## config.mk

```make
export PLATFORM = sky130hd
export DESIGN_NAME = regFile
export DESIGN_NICKNAME = d
export VERILOG_FILES = /design/src/regFile.sv
export SDC_FILE = /design/constraint.sdc
export NUM_CORES = 2
export LEC_CHECK = 0
export BUFFER_PORTS_ARGS = -buffer_cell sky130_fd_sc_hd__buf_2
export CAP_MARGIN = 20
export CORE_MARGIN = 5
export CORE_UTILIZATION = 50
export DETAILED_ROUTE_END_ITERATION = 8
export GPL_TIMING_DRIVEN = 0
export PLACE_DENSITY_LB_ADDON = 0.25
export SETUP_SLACK_MARGIN = 0.1
export SLEW_MARGIN = 20
export SYNTH_ARGS = -nofsm -noshare
export SYNTH_HDL_FRONTEND = slang
export SYNTH_SLANG_ARGS = --single-unit
```

## constraint.sdc

```tcl
create_clock -name clk -period 5.95 [get_ports clk]
set_input_delay 0.2975 -clock clk [delete_from_list [all_inputs] [get_ports clk]]
set_output_delay 0.2975 -clock clk [all_outputs]
set_load 0.02 [all_outputs]
```

## src/regFile.sv

```systemverilog
`timescale 1ns/100ps
`default_nettype none

module regFile (
	input  logic        clk,
	input  logic        rst,
	input  logic        we,
	input  logic [4:0]  rs1,
	input  logic [4:0]  rs2,
	input  logic [4:0]  rd,
	input  logic [31:0] wdata,
	output logic [31:0] rs1Data,
	output logic [31:0] rs2Data
);
	logic [31:0] regs [32];

	always_ff @(posedge clk) begin
		if (rst) begin
			for (int i = 0; i < 32; i++)
				regs[i] <= '0;
		end else if (we && (rd != 5'd0)) begin
			regs[rd] <= wdata;
		end
	end

	// asynchronous read, x0 hardwired
	assign rs1Data = (rs1 == 5'd0) ? 32'd0 : regs[rs1];
	assign rs2Data = (rs2 == 5'd0) ? 32'd0 : regs[rs2];

endmodule

`default_nettype wire

```

==> out/metrics.yaml <==
cts_tree: "done"
die_height_um: 339
grt.overflow.total: 0
maxCapViolCount: 0
syn_inst: 3502
hold_viol_final: 0
ys_ff_latch: 1024
ir_drop_mv: 0.285
grt_pass1_vias: 35800
first_pass_iters: 6
cp_cell_sequence: "buf_2, buf_2, buf_4, nand3b_1, clkbuf_1, o22ai_1, a2111oi_1, nor3_1, buf_2"
async_reset_ff_frac: 0
largest_register_ffs: 1024
cp_max_fo: 10
placed_cells: 5045
critical_path_class: "in2out"
critical-path-slowest-cell: "a2111oi_1"
cp-startpoint: "rs2[2]"
ys_warn_count: 0
syn-mean-instance-area_sq_um: 15.5
layout.nets: 3817
period_share: 0.844
die_w_um: 339
htree_levels: 3
layout.cells.non_filler: 5266
grt_usage: 0.351
fp.dieArea_sq_mm: 0.115
post_cts_resized: 0
area_growth_syn_to_layout_pct: 11.2
largest_registers: "regs x1024"
worst_slew_margin_rel: 0.128
cp-end-kind: "primary output"
synth_edf_count: 1024
cpMostUsedCell: "buf_2"
antenna_found_initial: 7
initial_core_util: 0.505
vias: 36700
period_minus_slack_ns: 5.02
synth_top_area_share: 0.567
worst_pin_slew_ns: 1.28
synthDistinctLibCells: 42
drcViolationCount: 0
clockRootBuffer: "clkbuf_16"
cp_data_required_time_ns: 5.65
ctsLongestPathBuffers: 3
yosysMostFrequentCell: "edfxtp_1"
multi_input_area_sq_mm: 0.0219
place_hpwl_mm: 142
clkTransAtPathRegs_ns: 0.06
ys_seq_area_frac: 0.567
netlist_area_sq_mm: 0.0543
gp_congestion: 0.987
hp-start: "wdata[5]"
max_freq_ghz: 0.199
setup_viol: 0
p_leak_nw: 20.7
hp-class: "in2reg"
nFillCells: 8525
rsz0062_at_grt: "no"
post_drt_wl_per_cell_um: 39.1
synth.top_cells.by_area: "edfxtp_1 (57%), mux4_2 (20%), and2_1 (11%), mux2i_1 (2.8%), clkbuf_1 (1.9%)"
powerDensity_mw_per_mm2: 291
drive_gt1_frac: 0.240
ant_nets: 0
grt_pass1_wl_mm: 281
utilization: 0.562
io_buffers: 107
rows: 120
synthFlopType: "edfxtp_1"
cts_sinks: 1024
setup_tns_ns: 0
io_pins: 114
wl_mm: 206
core-area_sq_mm: 0.107
critPathMaxStageDelay_ns: 1.02
worstPathArrival_ns: 4.72
worst_setup_path_start_kind: "input pin"
seq_area_sq_mm: 0.0307
synthTopCellsByCount: "edfxtp_1 (1024), and2_1 (995), mux4_2 (472)"
cts_buffers: 109
final_max_slew_viol_count: 0
grt_max_degree: 33
viasPerCell: 6.97
top_register: "regs"
drt-initial-drc-count: 6552
outcome: "finished clean"
yosys.area.top_type: "edfxtp_1"
-- where the power goes --
group,switching [mW],total [mW],internal (mW)
Sequential,0.216,8.56,8.34
Combinational,1.47,2.35,0.881
Clock,3.00,6.65,3.65
Total,4.68,17.6,12.9
-- worst max-delay path: cells and delay by family --
family,cells,cell delay [ns]
AO/OA/AOI/OAI,2,1.21
buffers and inverters,5,1.87
AND/OR/NAND/NOR,2,1.30
-- layout by cell type (no fill, tap or decap), types with 51 or more instances in the layout --
master,instances
clkbuf_16,110
clkbuf_1,283
buf_2,155
o22ai_1,103
mux2i_1,150
a22o_1,51
and2_1,995
edfxtp_1,1024
mux4_2,472
nor3_1,54
-- per-stage QoR --
step / setup WS (ns) / hold WS [ns] / cell area (sq um) / power, mW
6_report: 0.928 / 0.0345 / 60300 / 17.6
2_1_floorplan: 3.36 / 0.496 / 54400 / 9.95
3_3_place_gp: 1.06 / 0.647 / 56700 / 10.9
5_1_grt: 1.21 / 0.00821 / 60300 / 17.9
3_5_place_dp: 1.32 / 0.648 / 56700 / 11.0
4_1_cts: 1.31 / 0.00256 / 60200 / 17.4
-- what timing repair did --
action,in CTS,in global routing
endpoints found under the hold margin,12,0
hold buffers,12,0
setup buffers,0,0
-- routing by layer --
metal  wire length (um)  track usage  up-vias
met5                 12            0        -
met4              15100        0.206        2
met3              29900        0.122      636
met2              88100        0.508     3290
met1              72900        0.463    18700
li1                   -            -    14100
-- kinds of logic after synthesis --
family,synth area share
other,0.0000691
flip-flops,0.567
buffers and inverters,0.0335
multiplexers,0.230
AO/OA/AOI/OAI,0.0365
AND/OR/NAND/NOR,0.133
-- final cells by class --
class,count,area share
diodes,8,0.000332
well taps,1403,0.0291
multi-input cells,2120,0.363
flip-flops and latches,1024,0.510
inverters,2,0.000124
repair buffers,123,0.0121
plain buffers,387,0.0304
clock buffers,135,0.0472
clock inverters,64,0.00850
-- path summary, 6_finish.rpt --
check	cells after the start	slack, ns	end
worst max-delay path	9	0.93	rs2Data[13]
worst min-delay path	2	0.03	regs[5][5]$_SDFFCE_PN0P_
No activity file was read; power rests on OpenSTA's default activity.
