===== config.mk =====
export PLATFORM = sky130hd
export DESIGN_NAME = aluUnit
export DESIGN_NICKNAME = d
export VERILOG_FILES = /design/src/rvPkg.sv /design/src/aluUnit.sv
export SDC_FILE = /design/constraint.sdc
export NUM_CORES = 1
export LEC_CHECK = 0
export BUFFER_PORTS_ARGS = -buffer_cell sky130_fd_sc_hd__buf_4
export CAP_MARGIN = 20
export CORE_ASPECT_RATIO = 0.6
export CORE_MARGIN = 5
export CORE_UTILIZATION = 25
export DETAILED_ROUTE_END_ITERATION = 10
export GPL_TIMING_DRIVEN = 0
export REMOVE_ABC_BUFFERS = 1
export SLEW_MARGIN = 0
export SYNTH_ARGS = -nofsm -noshare
export SYNTH_HDL_FRONTEND = slang
export SYNTH_SLANG_ARGS = --single-unit

===== constraint.sdc =====
create_clock -name vclk -period 18.5
set_input_delay 4.625 -clock vclk [all_inputs]
set_output_delay 4.625 -clock vclk [all_outputs]
set_load 0.02 [all_outputs]

===== src/rvPkg.sv =====
`default_nettype none

package rvPkg;

	// one instruction word seen through each of the six base formats
	typedef union packed {
		struct packed {
			logic [6:0] funct7;
			logic [4:0] rs2;
			logic [4:0] rs1;
			logic [2:0] funct3;
			logic [4:0] rd;
			logic [6:0] opcode;
		} rType;
		struct packed {
			logic [11:0] imm;
			logic [4:0]  rs1;
			logic [2:0]  funct3;
			logic [4:0]  rd;
			logic [6:0]  opcode;
		} iType;
		struct packed {
			logic [6:0] immHi;
			logic [4:0] rs2;
			logic [4:0] rs1;
			logic [2:0] funct3;
			logic [4:0] immLo;
			logic [6:0] opcode;
		} sType;
		struct packed {
			logic       imm12;
			logic [5:0] imm10to5;
			logic [4:0] rs2;
			logic [4:0] rs1;
			logic [2:0] funct3;
			logic [3:0] imm4to1;
			logic       imm11;
			logic [6:0] opcode;
		} bType;
		struct packed {
			logic [19:0] imm;
			logic [4:0]  rd;
			logic [6:0]  opcode;
		} uType;
		struct packed {
			logic       imm20;
			logic [9:0] imm10to1;
			logic       imm11;
			logic [7:0] imm19to12;
			logic [4:0] rd;
			logic [6:0] opcode;
		} jType;
	} instWord_u;

	localparam logic [6:0] OPC_LUI    = 7'b0110111;
	localparam logic [6:0] OPC_AUIPC  = 7'b0010111;
	localparam logic [6:0] OPC_JAL    = 7'b1101111;
	localparam logic [6:0] OPC_JALR   = 7'b1100111;
	localparam logic [6:0] OPC_BRANCH = 7'b1100011;
	localparam logic [6:0] OPC_LOAD   = 7'b0000011;
	localparam logic [6:0] OPC_STORE  = 7'b0100011;
	localparam logic [6:0] OPC_OPIMM  = 7'b0010011;
	localparam logic [6:0] OPC_OP     = 7'b0110011;

	localparam ALU_OP_W = 4;

	localparam logic [ALU_OP_W-1:0] ALU_ADD   = 4'd0;
	localparam logic [ALU_OP_W-1:0] ALU_SUB   = 4'd1;
	localparam logic [ALU_OP_W-1:0] ALU_SLL   = 4'd2;
	localparam logic [ALU_OP_W-1:0] ALU_SLT   = 4'd3;
	localparam logic [ALU_OP_W-1:0] ALU_SLTU  = 4'd4;
	localparam logic [ALU_OP_W-1:0] ALU_XOR   = 4'd5;
	localparam logic [ALU_OP_W-1:0] ALU_SRL   = 4'd6;
	localparam logic [ALU_OP_W-1:0] ALU_SRA   = 4'd7;
	localparam logic [ALU_OP_W-1:0] ALU_OR    = 4'd8;
	localparam logic [ALU_OP_W-1:0] ALU_AND   = 4'd9;
	localparam logic [ALU_OP_W-1:0] ALU_PASSB = 4'd10; // lui

	// write-back source
	localparam logic [1:0] WB_ALU  = 2'd0;
	localparam logic [1:0] WB_LOAD = 2'd1;
	localparam logic [1:0] WB_LINK = 2'd2;

endpackage

`default_nettype wire

===== src/aluUnit.sv =====
`timescale 1ns/100ps
`default_nettype none

module aluUnit (
	input  logic [rvPkg::ALU_OP_W-1:0] aluOp,
	input  logic                       aluSrcImm,
	input  logic                       useAuipc,
	input  logic [31:0]                rs1Data,
	input  logic [31:0]                rs2Data,
	input  logic [31:0]                imm,
	input  logic [31:0]                pc,
	output logic [31:0]                aluResult
);
	logic [31:0] opA, opB;
	logic [4:0]  shamt;

	assign opA   = useAuipc ? pc : rs1Data;
	assign opB   = aluSrcImm ? imm : rs2Data;
	assign shamt = opB[4:0];

	always_comb begin
		case (aluOp)
			rvPkg::ALU_ADD:   aluResult = opA + opB;
			rvPkg::ALU_SUB:   aluResult = opA - opB;
			rvPkg::ALU_SLL:   aluResult = opA << shamt;
			rvPkg::ALU_SLT:   aluResult = {31'd0, $signed(opA) < $signed(opB)};
			rvPkg::ALU_SLTU:  aluResult = {31'd0, opA < opB};
			rvPkg::ALU_XOR:   aluResult = opA ^ opB;
			rvPkg::ALU_SRL:   aluResult = opA >> shamt;
			rvPkg::ALU_SRA:   aluResult = $unsigned($signed(opA) >>> shamt);
			rvPkg::ALU_OR:    aluResult = opA | opB;
			rvPkg::ALU_AND:   aluResult = opA & opB;
			rvPkg::ALU_PASSB: aluResult = opB;
			default:          aluResult = 32'd0;
		endcase
	end

endmodule

`default_nettype wire


==> impl_metrics.csv <==
group,metric,value,unit
critical_path,worstSetupEndpointType,"output port",
grt,grt_max_degree,50,
final_layout,fin_util,0.301,
placement,dp_hpwl,46.3,mm
final_layout,layout.cells.non_filler,2102,
run,maxCapViolations,0,
synthesis,yosysUniqueCellTypes,82,
min_path,hold_class,"in -> out",
synthesis,synthCells,1504,
sta,max_freq,66.8,MHz
synthesis,yosysTopAreaCell,"ha_1",
placement,gp_congestion,1.05,
drt,drt_iter0_drc,2350,
sta,setup_viol,0,
min_path,min_to,"aluResult[8]",
placement,post-place-cells,2097,
power,switchingPower,350,uW
clock_network,post_cts_resized,0,
grt,grt.busiest_layer,"met1",
drt,vias_per_cell,6.22,
synthesis,synth_warnings,0,
grt,grt_pass1_vias,11500,
clock_network,cts_setup_buffers,0,
power,power.density,45.0,nW/um^2
die,coreArea,39100,um^2
grt,globalRouteTotalUtil,0.244,
grt,met1_usage,0.396,
sta,tightest_slew,1.31,ns
clock_network,holdBufCountCts,0,
synthesis,synth_area,9890,um^2
die,die_h,164,um
sta,final.setup.worst_slack,3.54,ns
sta,final_hold_viol_count,0,
drt,wirelength,57.0,mm
drt,ant_nets,0,
critical_path,worst-path-max-fanout,40,
outcome,status,"completed",
final_layout,final_cell_mix,"buf_4, nor2_1, nand2_1, a21oi_1, mux2i_1",
synthesis,synth_top_area_share,0.126,
power,seqPwrFrac,0,
placement,place_area,11700,um^2
sta,rsz0062_at_grt,"no",
sta,slew_viol_final,0,
critical_path,cp.required,13.88,ns
die,dieArea,43800,um^2
sta,max_slew_margin,0.124,
sta,period_needed,14.96,ns
final_layout,drive_above_1_share,0.175,
critical_path,worstSetupPathType,"in -> out",
power,ir_worst_vdd,16.8,uV
grt,grtUsageMet3,0.0798,
sta,min_period_over_period,0.809,
final_layout,syn_to_final_growth,19.1,%
die,fp.dieW,267,um
final_layout,seq_cells,0,
power,p_comb_frac,1.000,
placement,io_buffers,166,
grt,antenna_found_initial,1,
final_layout,fin_nets,1818,
synthesis,ys_seq_area_frac,0,
sta,finalSetupTns,0,ns
critical_path,arrival,10.34,ns
min_path,hp-start,"rs2Data[8]",
synthesis,synth_area_leaders,"ha_1, mux2i_1, a21oi_1",
final_layout,nClkBuffers,0,
die,rows,56,
synthesis,avgSynthCellArea,6.58,um^2
grt,gr-usage-met2,0.316,
power,p_int,180,uW
drt,drtPass1Iterations,6,
drt,drc,0,
die,io_pins,166,
grt,overflow,0,
final_layout,antenna_cells,0,
final_layout,stdcell_area,11800,um^2
final_layout,final_common_cell,"buf_4",
drt,wl_per_cell,27.1,um
power,p_leak,0.00512,uW
placement,dpl_worst_slack,3.74,ns
min_path,hold_depth,5,
final_layout,regArea,0,um^2
power,switching_share,0.660,
grt,grt_pass1_wl,81.0,mm
die,start_util,0.253,
drt,num_vias,13100,
power,clockPowerShare,0,
critical_path,critPathLaunchType,"input pin",
==> power by group through the flow <==
stage | sequential, uW | combinational [uW] | clock (uW)
after floorplan | 0 | 303 | 0
after global placement | 0 | 494 | 0
after detailed placement | 0 | 505 | 0
after CTS | 0 | 507 | 0
after global routing | 0 | 557 | 0
final | 0 | 530 | 0
==> synthesized netlist by cell type (all sizes together) (13+ instances only) <==
cell / instances
a31oi: 23
a22oi: 18
o21bai: 18
inv: 99
ha: 100
clkbuf: 67
o31ai: 16
nand4: 13
buf: 52
o211ai: 26
nor3: 28
mux2i: 124
a21oi: 131
o2111ai: 16
nand2: 137
o221ai: 13
a21o: 20
a221oi: 22
o22ai: 31
mux2: 32
nand3: 43
o21ai: 102
nor2: 169
a211oi: 25
==> metal layers <==
metal  vias up  wire length (um)
li1       5791                 -
met2       998             21000
met3        31              8930
met4         0               359
met1      6257             26700
met5         -                 0
==> cell type report <==
| cell class | count | area, um^2 |
|---|---|---|
| fillers | 4305 | 27300 |
| inverters | 99 | 372 |
| multi-input cells | 1286 | 9060 |
| well taps | 522 | 653 |
| repair buffers | 195 | 1700 |
==> cell families after synthesis <==
logic type	after synthesis	synth area share
muxes	160	0.180
buffers and inverters	218	0.0949
adders and majority gates	102	0.131
and+or+nand+nor	466	0.214
AOI/OAI and AO/OA	552	0.376
xor gates and xnor gates	6	0.00531
==> how the worst max path moves through the flow <==
stage                    from            end  slack [ns]  cells past startpoint
detailed placement  aluSrcImm  aluResult[31]        3.74                     13
finish              aluSrcImm  aluResult[20]        3.54                     14
floorplan           aluSrcImm  aluResult[28]        2.06                     13
global placement    aluSrcImm  aluResult[20]       -2.29                     15
global route        aluSrcImm  aluResult[20]        3.43                     14
CTS                 aluSrcImm  aluResult[31]        3.73                     13
==> through the flow <==
| step | power, uW | hold WS [ns] |
|---|---|---|
| after global placement | 494 | 9.88 |
| after global routing | 557 | 9.90 |
| after CTS | 507 | 9.88 |
| final | 530 | 9.86 |
| after floorplan | 303 | 9.55 |
| after detailed placement | 505 | 9.88 |
==> critical path, stage by stage <==
cell,delay (ns)
buf_4,0.57
mux2i_4,0.64
inv_2,0.53
fa_1,0.63
o21bai_1,0.34
a2111oi_2,0.22
o31ai_1,0.64
a41oi_2,0.29
o21ba_2,0.32
a21boi_0,0.25
o22ai_1,0.10
o21ai_0,0.68
nand3_1,0.23
buf_4,0.25
Power figures use the tool's default switching activity.
