==> src/rvPkg.sv <==
`default_nettype none

package rvPkg;

	// one instruction word seen through each of the six base formats
	typedef union packed {
		struct packed {
			logic [6:0] funct7;
			logic [4:0] rs2;
			logic [4:0] rs1;
			logic [2:0] funct3;
			logic [4:0] rd;
			logic [6:0] opcode;
		} rType;
		struct packed {
			logic [11:0] imm;
			logic [4:0]  rs1;
			logic [2:0]  funct3;
			logic [4:0]  rd;
			logic [6:0]  opcode;
		} iType;
		struct packed {
			logic [6:0] immHi;
			logic [4:0] rs2;
			logic [4:0] rs1;
			logic [2:0] funct3;
			logic [4:0] immLo;
			logic [6:0] opcode;
		} sType;
		struct packed {
			logic       imm12;
			logic [5:0] imm10to5;
			logic [4:0] rs2;
			logic [4:0] rs1;
			logic [2:0] funct3;
			logic [3:0] imm4to1;
			logic       imm11;
			logic [6:0] opcode;
		} bType;
		struct packed {
			logic [19:0] imm;
			logic [4:0]  rd;
			logic [6:0]  opcode;
		} uType;
		struct packed {
			logic       imm20;
			logic [9:0] imm10to1;
			logic       imm11;
			logic [7:0] imm19to12;
			logic [4:0] rd;
			logic [6:0] opcode;
		} jType;
	} instWord_u;

	localparam logic [6:0] OPC_LUI    = 7'b0110111;
	localparam logic [6:0] OPC_AUIPC  = 7'b0010111;
	localparam logic [6:0] OPC_JAL    = 7'b1101111;
	localparam logic [6:0] OPC_JALR   = 7'b1100111;
	localparam logic [6:0] OPC_BRANCH = 7'b1100011;
	localparam logic [6:0] OPC_LOAD   = 7'b0000011;
	localparam logic [6:0] OPC_STORE  = 7'b0100011;
	localparam logic [6:0] OPC_OPIMM  = 7'b0010011;
	localparam logic [6:0] OPC_OP     = 7'b0110011;

	localparam ALU_OP_W = 4;

	localparam logic [ALU_OP_W-1:0] ALU_ADD   = 4'd0;
	localparam logic [ALU_OP_W-1:0] ALU_SUB   = 4'd1;
	localparam logic [ALU_OP_W-1:0] ALU_SLL   = 4'd2;
	localparam logic [ALU_OP_W-1:0] ALU_SLT   = 4'd3;
	localparam logic [ALU_OP_W-1:0] ALU_SLTU  = 4'd4;
	localparam logic [ALU_OP_W-1:0] ALU_XOR   = 4'd5;
	localparam logic [ALU_OP_W-1:0] ALU_SRL   = 4'd6;
	localparam logic [ALU_OP_W-1:0] ALU_SRA   = 4'd7;
	localparam logic [ALU_OP_W-1:0] ALU_OR    = 4'd8;
	localparam logic [ALU_OP_W-1:0] ALU_AND   = 4'd9;
	localparam logic [ALU_OP_W-1:0] ALU_PASSB = 4'd10; // lui

	// write-back source
	localparam logic [1:0] WB_ALU  = 2'd0;
	localparam logic [1:0] WB_LOAD = 2'd1;
	localparam logic [1:0] WB_LINK = 2'd2;

endpackage

`default_nettype wire
==> src/instDecoder.sv <==
`timescale 1ns/100ps
`default_nettype none

module instDecoder (
	input  logic [31:0]                inst,
	output logic [rvPkg::ALU_OP_W-1:0] aluOp,
	output logic                       aluSrcImm,
	output logic                       useAuipc,
	output logic                       regWrite,
	output logic [1:0]                 wbSel,
	output logic                       isBranch,
	output logic                       isJal,
	output logic                       isJalr,
	output logic                       memRead,
	output logic                       memWrite,
	output logic [2:0]                 memFunct3,
	output logic [31:0]                imm,
	output logic                       invalid
);
	rvPkg::instWord_u word;
	logic [31:0] immI, immS, immB, immU, immJ;
	logic [2:0]  f3;
	logic        zeroF7; // funct7 == 0000000
	logic        altF7;  // funct7 == 0100000, sub and sra

	assign word   = inst;
	assign f3     = word.rType.funct3;
	assign zeroF7 = (word.rType.funct7 == 7'b0000000);
	assign altF7  = (word.rType.funct7 == 7'b0100000);

	assign immI = {{20{word.iType.imm[11]}}, word.iType.imm};
	assign immS = {{20{word.sType.immHi[6]}}, word.sType.immHi, word.sType.immLo};
	assign immB = {{19{word.bType.imm12}}, word.bType.imm12, word.bType.imm11,
		word.bType.imm10to5, word.bType.imm4to1, 1'b0};
	assign immU = {word.uType.imm, 12'b0};
	assign immJ = {{11{word.jType.imm20}}, word.jType.imm20, word.jType.imm19to12,
		word.jType.imm11, word.jType.imm10to1, 1'b0};

	assign memFunct3 = f3;

	always_comb begin
		aluOp     = rvPkg::ALU_ADD;
		aluSrcImm = 1'b0;
		useAuipc  = 1'b0;
		regWrite  = 1'b0;
		wbSel     = rvPkg::WB_ALU;
		isBranch  = 1'b0;
		isJal     = 1'b0;
		isJalr    = 1'b0;
		memRead   = 1'b0;
		memWrite  = 1'b0;
		imm       = immI;
		invalid   = 1'b0;

		case (word.rType.opcode)
			rvPkg::OPC_LUI: begin
				aluOp     = rvPkg::ALU_PASSB;
				aluSrcImm = 1'b1;
				regWrite  = 1'b1;
				imm       = immU;
			end
			rvPkg::OPC_AUIPC: begin
				aluSrcImm = 1'b1;
				useAuipc  = 1'b1; // operand a is pc
				regWrite  = 1'b1;
				imm       = immU;
			end
			rvPkg::OPC_JAL: begin
				isJal    = 1'b1;
				regWrite = 1'b1;
				wbSel    = rvPkg::WB_LINK;
				imm      = immJ;
			end
			rvPkg::OPC_JALR: begin
				isJalr   = 1'b1;
				regWrite = 1'b1;
				wbSel    = rvPkg::WB_LINK;
				invalid  = (f3 != 3'd0);
			end
			rvPkg::OPC_BRANCH: begin
				isBranch = 1'b1;
				imm      = immB;
				invalid  = (f3 == 3'd2) || (f3 == 3'd3);
			end
			rvPkg::OPC_LOAD: begin
				aluSrcImm = 1'b1; // address = rs1 + imm
				memRead   = 1'b1;
				regWrite  = 1'b1;
				wbSel     = rvPkg::WB_LOAD;
				invalid   = (f3 == 3'd3) || (f3 == 3'd6) || (f3 == 3'd7);
			end
			rvPkg::OPC_STORE: begin
				aluSrcImm = 1'b1;
				memWrite  = 1'b1;
				imm       = immS;
				invalid   = (f3 > 3'd2);
			end
			rvPkg::OPC_OPIMM, rvPkg::OPC_OP: begin
				aluSrcImm = (word.rType.opcode == rvPkg::OPC_OPIMM);
				regWrite  = 1'b1;
				case (f3)
					3'd0: aluOp = (!aluSrcImm && altF7) ? rvPkg::ALU_SUB : rvPkg::ALU_ADD;
					3'd1: aluOp = rvPkg::ALU_SLL;
					3'd2: aluOp = rvPkg::ALU_SLT;
					3'd3: aluOp = rvPkg::ALU_SLTU;
					3'd4: aluOp = rvPkg::ALU_XOR;
					3'd5: aluOp = altF7 ? rvPkg::ALU_SRA : rvPkg::ALU_SRL;
					3'd6: aluOp = rvPkg::ALU_OR;
					default: aluOp = rvPkg::ALU_AND;
				endcase
				// immediates carry no funct7 except for shifts
				if (aluSrcImm)
					invalid = ((f3 == 3'd1) && !zeroF7) || ((f3 == 3'd5) && !(zeroF7 || altF7));
				else
					invalid = !(zeroF7 || (altF7 && ((f3 == 3'd0) || (f3 == 3'd5))));
			end
			default: invalid = 1'b1;
		endcase

		if (invalid) begin
			regWrite = 1'b0;
			memRead  = 1'b0;
			memWrite = 1'b0;
			isBranch = 1'b0;
			isJal    = 1'b0;
			isJalr   = 1'b0;
		end
		if (word.rType.rd == 5'd0)
			regWrite = 1'b0; // x0 writes are dropped
	end

endmodule

`default_nettype wire

==> config.mk <==
export PLATFORM = sky130hd
export DESIGN_NAME = instDecoder
export DESIGN_NICKNAME = d
export VERILOG_FILES = /design/src/rvPkg.sv /design/src/instDecoder.sv
export SDC_FILE = /design/constraint.sdc
export NUM_CORES = 1
export LEC_CHECK = 0
export BUFFER_PORTS_ARGS = -buffer_cell sky130_fd_sc_hd__buf_2
export CAP_MARGIN = 0
export CORE_MARGIN = 2
export CORE_UTILIZATION = 42
export DETAILED_ROUTE_END_ITERATION = 8
export PLACE_DENSITY = 0.95
export SYNTH_ARGS = -nofsm -noshare
export SYNTH_HDL_FRONTEND = slang
export SYNTH_SLANG_ARGS = --single-unit
==> constraint.sdc <==
create_clock -name vclk -period 3
set_clock_uncertainty 0.2 [all_clocks]
set_input_delay 0.45 -clock vclk [all_inputs]
set_output_delay 0.45 -clock vclk [all_outputs]
set_load 0.05 [all_outputs]
==> key figures <==
Status
  • Run status: complete, no violations

Route
  • Number of vias per cell after detailed routing: between 5 and 6
  • Post-detailed-route DRC marker count: 0
  • Drt first pass iters: 4
  • DR WL/cell: 12.46 um
  • DRC marker count from the first detailed-route iteration: 41
  • Total routed wirelength: around 2900 um
  • Post-route ant nets: 0
  • DR vias: 1264

Placed design
  • Worst setup slack before clock tree synthesis: around 0.28 ns
  • Count of buffers from port buffering: 82
  • DPL Wire Length: roughly 2400 um
  • Final weighted congestion of routability-driven global placement: 0.8796

Setup path
  • Element type at the critical path start: primary input
  • Destination of the critical timing path: regWrite
  • Kind of critical path: in -> out
  • Critical Path AT: around 2.1 ns
  • Startpoint of the worst setup timing path: inst[6]
  • Critical Path Fanout Max: 6
  • Kind of capture point of the worst setup path: output pin
  • CP Data Required Time: around 2.4 ns

Timing
  • Tightest Pin Transition: around 0.6 ns
  • Hold slack: between 1 and 1.5 ns
  • Post-route clock period utilization: 0.9113
  • Achievable Freq: ~0.37 GHz
  • Setup violations, final: 0
  • Unrepaired setup endpoints after global routing: no
  • Final setup slack of the worst path: roughly 0.27 ns
  • Final Critical Period: around 2.7 ns
  • Final hold vios: 0
  • Number of pins exceeding their max-slew limit in the final report: 0
  • Worst slew slack as a fraction of its limit: 0.5926

Synthesis
  • Commonest cells post-synth: sky130_fd_sc_hd__a21o_1 (21), sky130_fd_sc_hd__nor2b_1 (9), sky130_fd_sc_hd__o21ai_0 (8)
  • Synthesized instance count: around 130
  • Dominant cell type by area after synthesis: sky130_fd_sc_hd__a21o_1
  • Number of distinct library cells after synthesis: 39
  • Post-Syn Nets: approximately 170
  • Count of yosys warnings during synthesis: 0
  • Synth Area in Simple Gates: 0.4012
  • Most frequently used cell type in the post-synthesis netlist: sky130_fd_sc_hd__a21o_1
  • Fraction of the mapped netlist area in compound gates: 0.4302
  • Average instance area after synthesis: between 6 and 7 sq um
  • Multiplexer share of the synthesized area: 0
  • Cell area after synthesis: ~860 sq um
  • Sequential fraction of the synthesis area: 0
  • Post-Synth XOR/XNOR Area: 0.01017
  • Top cells by area in the synthesized netlist: sky130_fd_sc_hd__a21o_1 (18%), sky130_fd_sc_hd__nor2b_1 (6.5%), sky130_fd_sc_hd__a22o_1 (5.1%)
  • Area share of the leading cell type in the synthesized netlist: 0.1831
  • Synthesized-area fraction occupied by adder cells: 0
  • Combinational family with the most area after synthesis: compound AO/OA/AOI/OAI gates

Power
  • Share of total power in the clock network: 0
  • Total power divided by cell area: between 150 and 200 mW/mm^2
  • Net switching fraction of the power: 0.7192
  • Cell-internal power: around 0.000069 W
  • Switching Power: 0.0001777 W
  • Combinational fraction of design power: 1.000
  • IR Drop Worst-Case VDD: roughly 0.19 mV
  • Total leakage power: around 0.75 nW
  • Sequential share of power: 0

Floorplan
  • Die Ht: around 49 um
  • Horizontal extent of the die: just under 50 um
  • Cell Rows: 16
  • Count of pins on the block boundary: 82
  • Core Area: 0.001942 sq mm
  • Die outline area: around 0.0024 sq mm
  • Starting density of the core: 0.4433

Cells and area
  • Layout cells sized above 1: 0.5000
  • Post-layout net count: approximately 240
  • Sequential cell count: 0
  • Count of clock buffers in the final design: 0
  • Area overhead of the layout relative to synthesis: 53.92%
  • N_diodes: 0
  • Sequential cell area in the final layout: 0 sq um

Hold path
  • Path category of the worst min-delay check: in -> out
  • Count of cells along the worst hold path: 2

GRT
  • First-pass GRT wire length: about 4600 um
  • Overall routing resource usage: 0.2265
  • Number of global-route vias before repair: about 1100
  • Maximum number of pins on one net before global-route repair: 27
  • Number of antenna violations at the first check in global routing: 0
  • Total overflow reported by the global router: 0

Clock tree
  • Number of gates resized after CTS: 0
  • Post-CTS Setup Repair Bufs: 0
  • Hold buffer count at cts: 0

Run
  • Number of maximum-capacitance violations: 0
[cell usage in the layout, fill, tap and decap left out, types with 2 or more instances in the layout]
cell type,Yosys,routed
sky130_fd_sc_hd__nand2_1,5,5
sky130_fd_sc_hd__and3_1,2,2
sky130_fd_sc_hd__nor2b_1,9,9
sky130_fd_sc_hd__nand3b_1,2,2
sky130_fd_sc_hd__a32o_1,2,2
sky130_fd_sc_hd__o21ai_0,8,8
sky130_fd_sc_hd__nor2_1,7,7
sky130_fd_sc_hd__inv_1,5,5
sky130_fd_sc_hd__nand2b_1,5,5
sky130_fd_sc_hd__nor3_1,4,4
sky130_fd_sc_hd__a21o_1,21,21
sky130_fd_sc_hd__buf_4,4,8
sky130_fd_sc_hd__nor4_4,0,3
sky130_fd_sc_hd__a31oi_1,3,3
sky130_fd_sc_hd__buf_2,7,82
sky130_fd_sc_hd__a22o_1,5,5
sky130_fd_sc_hd__a21oi_1,2,2
sky130_fd_sc_hd__or2_2,3,3
sky130_fd_sc_hd__nand3_1,5,5
sky130_fd_sc_hd__nor4_1,6,2
[kinds of logic after synthesis]
family,count (synthesis)
buf+inv,24
xor+xnor,1
simple gates,58
compound gates,50
[worst min path at each step]
| stage | start | endpoint | slack, ns |
|---|---|---|---|
| 2_1_floorplan | inst[31] | imm[31] | 0.87 |
| 3_3_place_gp | inst[31] | imm[31] | 1.02 |
| 3_5_place_dp | inst[31] | imm[31] | 1.02 |
| 4_1_cts | inst[31] | imm[31] | 1.03 |
| 5_1_grt | inst[31] | imm[31] | 1.03 |
| 6_report | inst[31] | imm[31] | 1.02 |
[power groups by stage]
stage | Clock, W | Sequential (W) | Combinational [W]
6_report | 0 | 0 | 0.000247
5_1_grt | 0 | 0 | 0.000261
4_1_cts | 0 | 0 | 0.000246
3_5_place_dp | 0 | 0 | 0.000246
2_1_floorplan | 0 | 0 | 0.000186
3_3_place_gp | 0 | 0 | 0.000244
[worst max-delay path, cell delays in order]
cell and delay (ns):
sky130_fd_sc_hd__buf_2 0.10, sky130_fd_sc_hd__or2_2 0.34, sky130_fd_sc_hd__nor4_1 0.28, sky130_fd_sc_hd__a221oi_1 0.16, sky130_fd_sc_hd__buf_4 0.21, sky130_fd_sc_hd__nor4_4 0.26
sky130_fd_sc_hd__buf_2 0.30
[area by class of cell]
class,count,area [sq um]
Multi-Input combinational cell,109,802.0
Inverter,5,18.77
Fill cell,155,616.8
Tap cell,27,33.78
Timing Repair Buffer,90,470.5
[through the flow]
stage | instance area [sq um] | power (W) | util | std cells | TNS (ns)
2_1_floorplan | 938.4 | 0.0001858 | - | 133 | -0.3647
3_3_place_gp | 1325 | 0.0002438 | 0.6823 | 231 | 0
3_5_place_dp | 1325 | 0.0002456 | 0.6823 | 231 | 0
4_1_cts | 1325 | 0.0002465 | 0.6823 | 231 | 0
5_1_grt | 1325 | 0.0002612 | 0.6823 | 231 | 0
6_report | 1325 | 0.0002471 | 0.6823 | 231 | 0
[layer usage]
metal,part of all wire,vias to the layer above,track usage
met2,0.51,63,0.4302
met3,0.076,2,0.009202
li1,-,632,-
met4,0.0049,0,0.02857
met1,0.41,567,0.2844
met5,0,-,0
No activity file was read; power rests on OpenSTA's default activity.
