`config.mk`:
```
export PLATFORM = sky130hd
export DESIGN_NAME = nextPcUnit
export DESIGN_NICKNAME = d
export VERILOG_FILES = /design/src/nextPcUnit.sv
export SDC_FILE = /design/constraint.sdc
export NUM_CORES = 1
export LEC_CHECK = 0
export ABC_AREA = 1
export BUFFER_PORTS_ARGS = -buffer_cell sky130_fd_sc_hd__buf_2
export CAP_MARGIN = 20
export CORE_MARGIN = 5
export CORE_UTILIZATION = 59
export CTS_CLUSTER_SIZE = 30
export DETAILED_ROUTE_END_ITERATION = 10
export PLACE_DENSITY_LB_ADDON = 0.25
export SYNTH_ARGS = -nofsm -noshare
export SYNTH_HDL_FRONTEND = slang
export SYNTH_SLANG_ARGS = --single-unit
```
`constraint.sdc`:
```
create_clock -name clk -period 5.83 [get_ports clk]
set_clock_uncertainty 0.2 [all_clocks]
set_input_delay 1.166 -clock clk [delete_from_list [all_inputs] [get_ports clk]]
set_output_delay 1.166 -clock clk [all_outputs]
set_load 0.02 [all_outputs]
```
`src/nextPcUnit.sv`:
```
`timescale 1ns/100ps
`default_nettype none

module nextPcUnit #(
	parameter logic [31:0] RESET_PC = 32'h8000_0000
) (
	input  logic        clk,
	input  logic        rst,
	input  logic        instValid,
	input  logic        isBranch,
	input  logic        isJal,
	input  logic        isJalr,
	input  logic [2:0]  funct3,
	input  logic [31:0] rs1Data,
	input  logic [31:0] rs2Data,
	input  logic [31:0] imm,
	output logic [31:0] pc,
	output logic [31:0] linkAddr
);
	logic        taken;
	logic [31:0] pcTarget, jalrTarget, nextPc;

	// own comparator so this runs beside the alu
	always_comb begin
		case (funct3)
			3'd0:    taken = (rs1Data == rs2Data);
			3'd1:    taken = (rs1Data != rs2Data);
			3'd4:    taken = $signed(rs1Data) < $signed(rs2Data);
			3'd5:    taken = $signed(rs1Data) >= $signed(rs2Data);
			3'd6:    taken = rs1Data < rs2Data;
			3'd7:    taken = rs1Data >= rs2Data;
			default: taken = 1'b0;
		endcase
	end

	assign pcTarget   = pc + imm; // branch and jal
	assign jalrTarget = (rs1Data + imm) & ~32'd1;
	assign linkAddr   = pc + 32'd4;

	assign nextPc = isJalr ? jalrTarget :
		(isJal || (isBranch && taken)) ? pcTarget : linkAddr;

	always_ff @(posedge clk) begin
		if (rst)
			pc <= RESET_PC;
		else if (instValid)
			pc <= nextPc; // held between strobes
	end

endmodule

`default_nettype wire

```
==> summary.md, run 1 <==
| Metric | Value |
|---|---|
| Final Power | `approximately 1.3 mW` |
| Biggest regs | `pc x32` |
| Power Dens Cells | `approximately 170 nW/um^2` |
| Post-DP HPWL | `roughly 19000 um` |
| Clock sink count | `32` |
| Static leakage | `4.48 nW` |
| Crit path launch type | `flop` |
| R2r worst-path depth | `14` |
| Clock Latency Late Sink | `around 0.28 ns` |
| Area delta synth->final | `15.5%` |
| Largest net degree at the start of global routing | `58` |
| Crit path max fanout | `5` |
| Synth area leader | `ha_1` |
| Htree depth | `2` |
| CTS Hold Bufs | `0` |
| Register bit count reported by yosys | `32` |
| Share of power burned in registers | `21.1%` |
| Synth Instances | `approximately 1200` |
| Pre-CTS setup slack | `approximately 1.5 ns` |
| Initial DRC Count | `~640` |
| I/O Buffers | `around 170` |
| Register area share after synthesis | `under 10%` |
| Clock share of power | `18.9%` |
| RD Place Congestion | `~1.1` |
| Grt ovf | `0` |
| Die X | `roughly 120 um` |
| Most frequent cells in the layout | `nand2_1 (261), inv_1 (169), buf_2 (168)` |
| EDFF count, synth | `0` |
| CTS tree | `done` |
| Largest register FFs | `32` |
| DRT Pass-1 Iters | `6` |
| Max Freq | `0.260 GHz` |
| Reg2reg end | `pc[23]` |
| Starting Density | `between 60% and 70%` |
| Crit. End Element | `output pin` |
| Tmin final | `approximately 3.8 ns` |
| Number of global-route vias before repair | `just under 8000` |
| Worst-case clock buffer depth | `2` |
| Crit path to | `linkAddr[28]` |
| Largest cells by area after synthesis | `ha_1 (17%), nand2_1 (14%), dfxtp_1 (9.2%)` |
| Layout cells sized above 1 | `between 10% and 20%` |
| Final setup margin | `1.99 ns` |
| ANT nets after route | `0` |
| Final setup fails | `0` |
| Total number of vias | `8386` |
| Tcrit/Tclk final | `between 60% and 70%` |
| Post-synth ARST share | `0%` |
| Final setup TNS | `0 ns` |
| Synthesized area | `a little under 7000 sq um` |
| Synthesis Warnings | `0` |
| Worst vdd rail ir drop | `approximately 0.13 mV` |
| Worst Max-Slew Pin Slew | `~0.9 ns` |
| Share of the synthesized area in the top cell type | `roughly 17%` |
| Num rows | `39` |
| Reg2reg setup slack | `between 2 and 3 ns` |
| Crit path DAT | `2.48 ns` |
| WL/cell | `15.2 um` |
| RSZ-0062 raised after global routing | `no` |
| Vias per Instance | `~5.7` |
| Int Power | `0.687 mW` |
| WP data required | `about 4.5 ns` |
| IO Count | `~170` |
| DRT Wirelength | `22400 um` |
| Worst-path clk slew | `about 0.050 ns` |
| Status | `completed` |
| Psw | `~0.64 mW` |
| Maxcap violations | `0` |
| Crit Path Class | `reg2out` |
| Most common cell after layout, fill and taps aside | `nand2_1` |
| Gr usage total | `approximately 30%` |
| Syn nets | `around 1400` |
| Switching Share | `roughly 48%` |
| Post-synth top flop | `dfxtp_1` |
| Remaining DRCs | `0` |
| Inserted Clock Buffers | `5` |
| Worst hold-check path type | `reg2reg` |
| Final layout net count | `roughly 1500` |
| Die Ht | `between 100 and 150 um` |
| Die ar. | `between 10000 and 15000 sq um` |
| Synth cell types | `43` |
| Root Driver | `clkbuf_16` |
| Core area | `between 10000 and 15000 sq um` |
| Biggest register | `pc` |
| Critical Path Start | `pc[3]` |
| Logic pwr share | `60.1%` |
| Post-CTS Resized | `0` |
| ANT cells | `0` |
| Global-route wire length before repair | `36400 um` |
| Postcts setup bufs | `0` |
| Final Hold Vio Count | `0` |
| Slew headroom | `roughly two fifths` |
| Syn avg cell area | `about 5.9 sq um` |
| Slew Limit Fails | `0` |
| Reg-to-Reg Start | `pc[4]` |
| Initial antenna violation count | `0` |
-- through the flow --
step | hold WS, ns | instance area [sq um] | util (%) | instances
after floorplan | 0.362 | 6950 | - | 1173
after global placement | 0.284 | 7860 | 68.6 | 1458
after detailed placement | 0.311 | 7860 | 68.6 | 1458
after CTS | 0.319 | 8000 | 69.7 | 1465
after global routing | 0.346 | 8030 | 70.0 | 1466
final | 0.320 | 8030 | 70.0 | 1466
-- power groups by stage --
| stage | Sequential [mW] | Clock [mW] | Combinational [mW] |
|---|---|---|---|
| after floorplan | 0.297 | 0 | 0.537 |
| after global placement | 0.284 | 0 | 0.769 |
| after detailed placement | 0.285 | 0 | 0.779 |
| after CTS | 0.280 | 0.250 | 0.784 |
| after global routing | 0.284 | 0.265 | 0.893 |
| final | 0.280 | 0.251 | 0.799 |
-- kinds of logic after synthesis --
| kind of cell | synth area share (%) |
|---|---|
| compound gates | 18.3 |
| simple gates | 35.4 |
| flops | 9.22 |
| fa+ha+maj | 17.5 |
| buf+inv | 11.0 |
| xor+xnor | 8.55 |
-- layout make-up --
class                   instances  area, sq um
fillers                      1125         3440
multi-input cells             942         5540
clock buffers                   6          129
inverters                     170          638
flip-flops and latches         32          641
repair buffers                172          891
well taps                     143          179
clock inverters                 1         5.00
-- cells in the mapped netlist, types with 2 or more instances --
cell type	n
buf_4	2
fa_1	2
a31oi_1	5
xor2_1	49
a21oi_1	121
nor4_1	2
clkbuf_1	17
nand4_1	40
xnor2_1	17
nor3_1	15
nand3_1	77
o21ai_0	65
nor2_1	112
a21boi_0	2
dfxtp_1	32
o21a_1	3
nand3b_1	25
buf_2	9
a21o_1	11
o211ai_1	3
ha_1	94
o21bai_1	12
nor3_2	2
inv_1	170
a221oi_1	3
nand2_1	261
nor3_4	3
nand2_2	4
-- per-layer routing --
layer,GRT usage (%),part of all wire (%)
met1,36.6,40
met2,52.4,46
met3,3.10,6.7
met4,18.0,7.0
met5,0,0
-- worst min path at each step --
stage               start    end  slack [ns]  depth (start not counted)
floorplan           pc[0]  pc[0]        0.36                          2
global placement    pc[0]  pc[0]        0.28                          2
detailed placement  pc[0]  pc[0]        0.31                          2
CTS                 pc[0]  pc[0]        0.32                          2
global route        pc[0]  pc[0]        0.35                          2
finish              pc[0]  pc[0]        0.32                          2
-- worst max-delay path: stages, from the launching register on --
cell and delay, ns:
dfxtp_1 0.43, ha_1 0.22, nand2_1 0.11, nor3_4 0.21, nand2_2 0.13, nor3_4 0.19
nand2_2 0.12, nor3_4 0.23, nand2_2 0.13, nor2_4 0.11, xor2_2 0.14, buf_2 0.18
No activity file was read; power rests on OpenSTA's default activity.
==> inputs of run 2 (changes only) <==
--- a/config.mk
+++ b/config.mk
@@ -5,11 +5,11 @@
 export SDC_FILE = /design/constraint.sdc
 export NUM_CORES = 1
 export LEC_CHECK = 0
-export ABC_AREA = 1
+export ABC_AREA = 0
 export BUFFER_PORTS_ARGS = -buffer_cell sky130_fd_sc_hd__buf_2
 export CAP_MARGIN = 20
 export CORE_MARGIN = 5
-export CORE_UTILIZATION = 59
+export CORE_UTILIZATION = 55
 export CTS_CLUSTER_SIZE = 30
 export DETAILED_ROUTE_END_ITERATION = 10
 export PLACE_DENSITY_LB_ADDON = 0.25
==> constraint.sdc (replaced) <==
create_clock -name clk -period 3.8 [get_ports clk]
set_clock_uncertainty 0.2 [all_clocks]
set_input_delay 0.76 -clock clk [delete_from_list [all_inputs] [get_ports clk]]
set_output_delay 0.76 -clock clk [all_outputs]
set_load 0.02 [all_outputs]
==> summary.md, run 2 <==
| Metric | Value |
|---|---|
| Register bit count reported by yosys | `32` |
| Int Power | `around 1.2 mW` |
| Die ar. | `13300 sq um` |
| Inserted Clock Buffers | `5` |
| Slew headroom | `between 40% and 50%` |
| Tcrit/Tclk final | `100%` |
| Biggest regs | `pc x32` |
| Die X | `roughly 120 um` |
| Post-DP HPWL | `17700 um` |
| Synth area leader | `ha_1` |
| Final Power | `between 2 and 2.5 mW` |
| Worst Max-Slew Pin Slew | `between 0.8 and 0.9 ns` |
| Synthesized area | `between 6000 and 7000 sq um` |
| Simple-gate area share of the yosys netlist | `between 20% and 30%` |
| Largest family of logic cells by synthesized area | `compound AO/OA/AOI/OAI gates` |
| Core area | `10900 sq um` |
| Post-synthesis xor/xnor area fraction | `a little over a tenth` |
| Share of the synthesized area in the top cell type | `about 19%` |
| WP data required | `between 3 and 4 ns` |
| CTS tree | `done` |
| Largest register FFs | `32` |
| Worst-path clk slew | `roughly 0.080 ns` |
| DRT Wirelength | `around 22000 um` |
| RD Place Congestion | `between 1 and 1.5` |
| DRT Pass-1 Iters | `6` |
| Psw | `0.994 mW` |
| Worst vdd rail ir drop | `roughly 0.15 mV` |
| Crit path DAT | `3.80 ns` |
| Initial antenna violation count | `0` |
| Crit path max fanout | `5` |
| Share of power burned in registers | `about a fifth` |
| Num rows | `38` |
| Final setup margin | `-0.0167 ns` |
| Final setup fails | `2` |
| Crit path launch type | `input port` |
| Hold_sp | `pc[0]` |
| Worst hold-check path type | `reg2reg` |
| Failing checks | `setup timing` |
| Die Ht | `between 100 and 150 um` |
| Synthesis Warnings | `0` |
| Area delta synth->final | `35.6%` |
| Final Hold Vio Count | `0` |
| Synth cell count leaders | `ha_1 (94), a21oi_1 (74), nor2_1 (65), o21ai_0 (55), xnor2_1 (55)` |
| Crit Path Class | `in2reg` |
| Post-synth ARST share | `0%` |
| Switching Share | `44.6%` |
| Largest net degree at the start of global routing | `25` |
| Largest cells by area after synthesis | `ha_1 (19%), dfxtp_1 (10%), xnor2_1 (7.9%)` |
| Root Driver | `clkbuf_8` |
| Power Dens Cells | `269 nW/um^2` |
| Post-synth top flop | `dfxtp_1` |
| Syn avg cell area | `~7.4 sq um` |
| Status | `finished, violations left` |
| Final Core Density | `about three quarters` |
| Register area share after synthesis | `10.5%` |
| RSZ-0062 raised after global routing | `yes` |
| Global-route wire length before repair | `roughly 33000 um` |
| Synth Area in Compound Gates | `just under 30%` |
| Reg-to-Reg Start | `pc[0]` |
| Mux contribution to synthesized area | `under 10%` |
| Static leakage | `about 4.0 nW` |
| Clock sink count | `32` |
| Synth cell types | `75` |
| Clock share of power | `around 17%` |
| ANT cells | `0` |
| Most common cell after layout, fill and taps aside | `buf_2` |
| Tmin final | `~3.8 ns` |
| Total number of vias | `7481` |
| Most frequent cells in the layout | `buf_2 (160), buf_4 (110), ha_1 (84)` |
| Syn nets | `slightly above 1000` |
| Slew Limit Fails | `0` |
| Final setup TNS | `-0.0186 ns` |
| IO Count | `around 170` |
| Number of global-route vias before repair | `approximately 7000` |
| Worst-case clock buffer depth | `2` |
| Logic pwr share | `a little over three fifths` |
| Synth Instances | `828` |
| # fillers | `about 860` |
| Maxcap violations | `0` |
| EDFF count, synth | `0` |
| Count leader, synth | `ha_1` |
| Remaining DRCs | `0` |
| Initial DRC Count | `541` |
| I/O Buffers | `roughly 170` |
| Crit. End Element | `flop` |
| Gr usage total | `a little under a third` |
| Starting Density | `about 56%` |
| Layout cells sized above 1 | `between 30% and 40%` |
| Vias per Instance | `6.06` |
| Max Freq | `between 0.2 and 0.3 GHz` |
| Synth Area in Adders | `roughly 20%` |
| Clock Latency Late Sink | `0.29 ns` |
| Final layout net count | `1295` |
| Htree depth | `2` |
| WL/cell | `between 15 and 20 um` |
| Critical Path Start | `rs1Data[25]` |
| ANT nets after route | `0` |
| Grt ovf | `0` |
| Biggest register | `pc` |
-- run 2: cell count changes in the layout (fill, tap and decap cells not counted), sizes merged, moves of 23 or more --
cell,previous run,this run
nand3,77,34
xor2,50,21
nand3b,25,2
nand4,41,14
inv,169,53
nand2,265,51
xnor2,17,55
nor2,114,65
buf,172,281
a21oi,121,74
-- run 2: final cells by class --
class	instances	area (sq um)	share of cell area, %
flip-flops and latches	32	642	7.74
well taps	140	175	2.11
inverters	54	218	2.62
multi-input cells	720	5370	64.7
clock buffers	7	96.3	1.16
repair buffers	281	1770	21.3
clock inverters	1	30.0	0.362
-- run 2: power by group through the flow --
stage / registers (mW) / clock network (mW) / logic, mW
after CTS: 0.439 / 0.380 / 1.35
after detailed placement: 0.447 / 0 / 1.33
after global routing: 0.449 / 0.393 / 1.52
after floorplan: 0.477 / 0 / 0.832
final: 0.442 / 0.384 / 1.40
after global placement: 0.446 / 0 / 1.31
-- run 2: worst max-delay path: stages --
cell,delay [ns]
buf_2,0.11
ha_1,0.30
nand4_1,0.12
or4_4,0.56
or4_4,0.54
a21oi_2,0.14
o21ai_1,0.06
or3b_4,0.41
o21bai_4,0.16
buf_4,0.18
o31ai_1,0.09
a2111oi_2,0.38
-- run 2: per-stage QoR --
step                      instances  hold WS, ns  cell area (sq um)  worst slack [ns]
after floorplan                 828        0.354               6250           -0.0864
after global placement         1222        0.276               7960            -0.283
after detailed placement       1222        0.285               7960            -0.394
after CTS                      1233        0.295               8130          -0.00528
after global routing           1235        0.326               8300            -0.112
final                          1235        0.294               8300           -0.0167
-- run 2: timing repair --
action                                  4_1_cts  5_1_grt
setup buffers                                 1        2
pin swaps                                     2        6
endpoints found under the setup margin       22       33
cloned                                        2        0
hold buffers                                  0        0
resized for setup                             7       43
-- run 2: layer usage --
layer	global-route usage [%]	part of all wire (%)
met3	4.96	9.3
met5	0	0
met4	13.7	4.5
met1	37.9	40
met2	54.2	46
-- run 2: logic make-up (layout without fill, tap and decap cells) --
family          after synthesis  in the layout
compound gates              275            276
simple gates                261            261
fa+ha+maj                    96             96
buf+inv                      77            343
xor+xnor                     76             76
flops                        32             32
mux                          11             11
-- run 2: final timing paths --
kind | to | cells past startpoint | slack (ns)
worst max-delay path | pc[28] | 12 | -0.02
worst min-delay path | pc[0] | 2 | 0.29
worst max register to register | pc[30] | 13 | 0.35
worst min register to register | pc[0] | 2 | 0.29
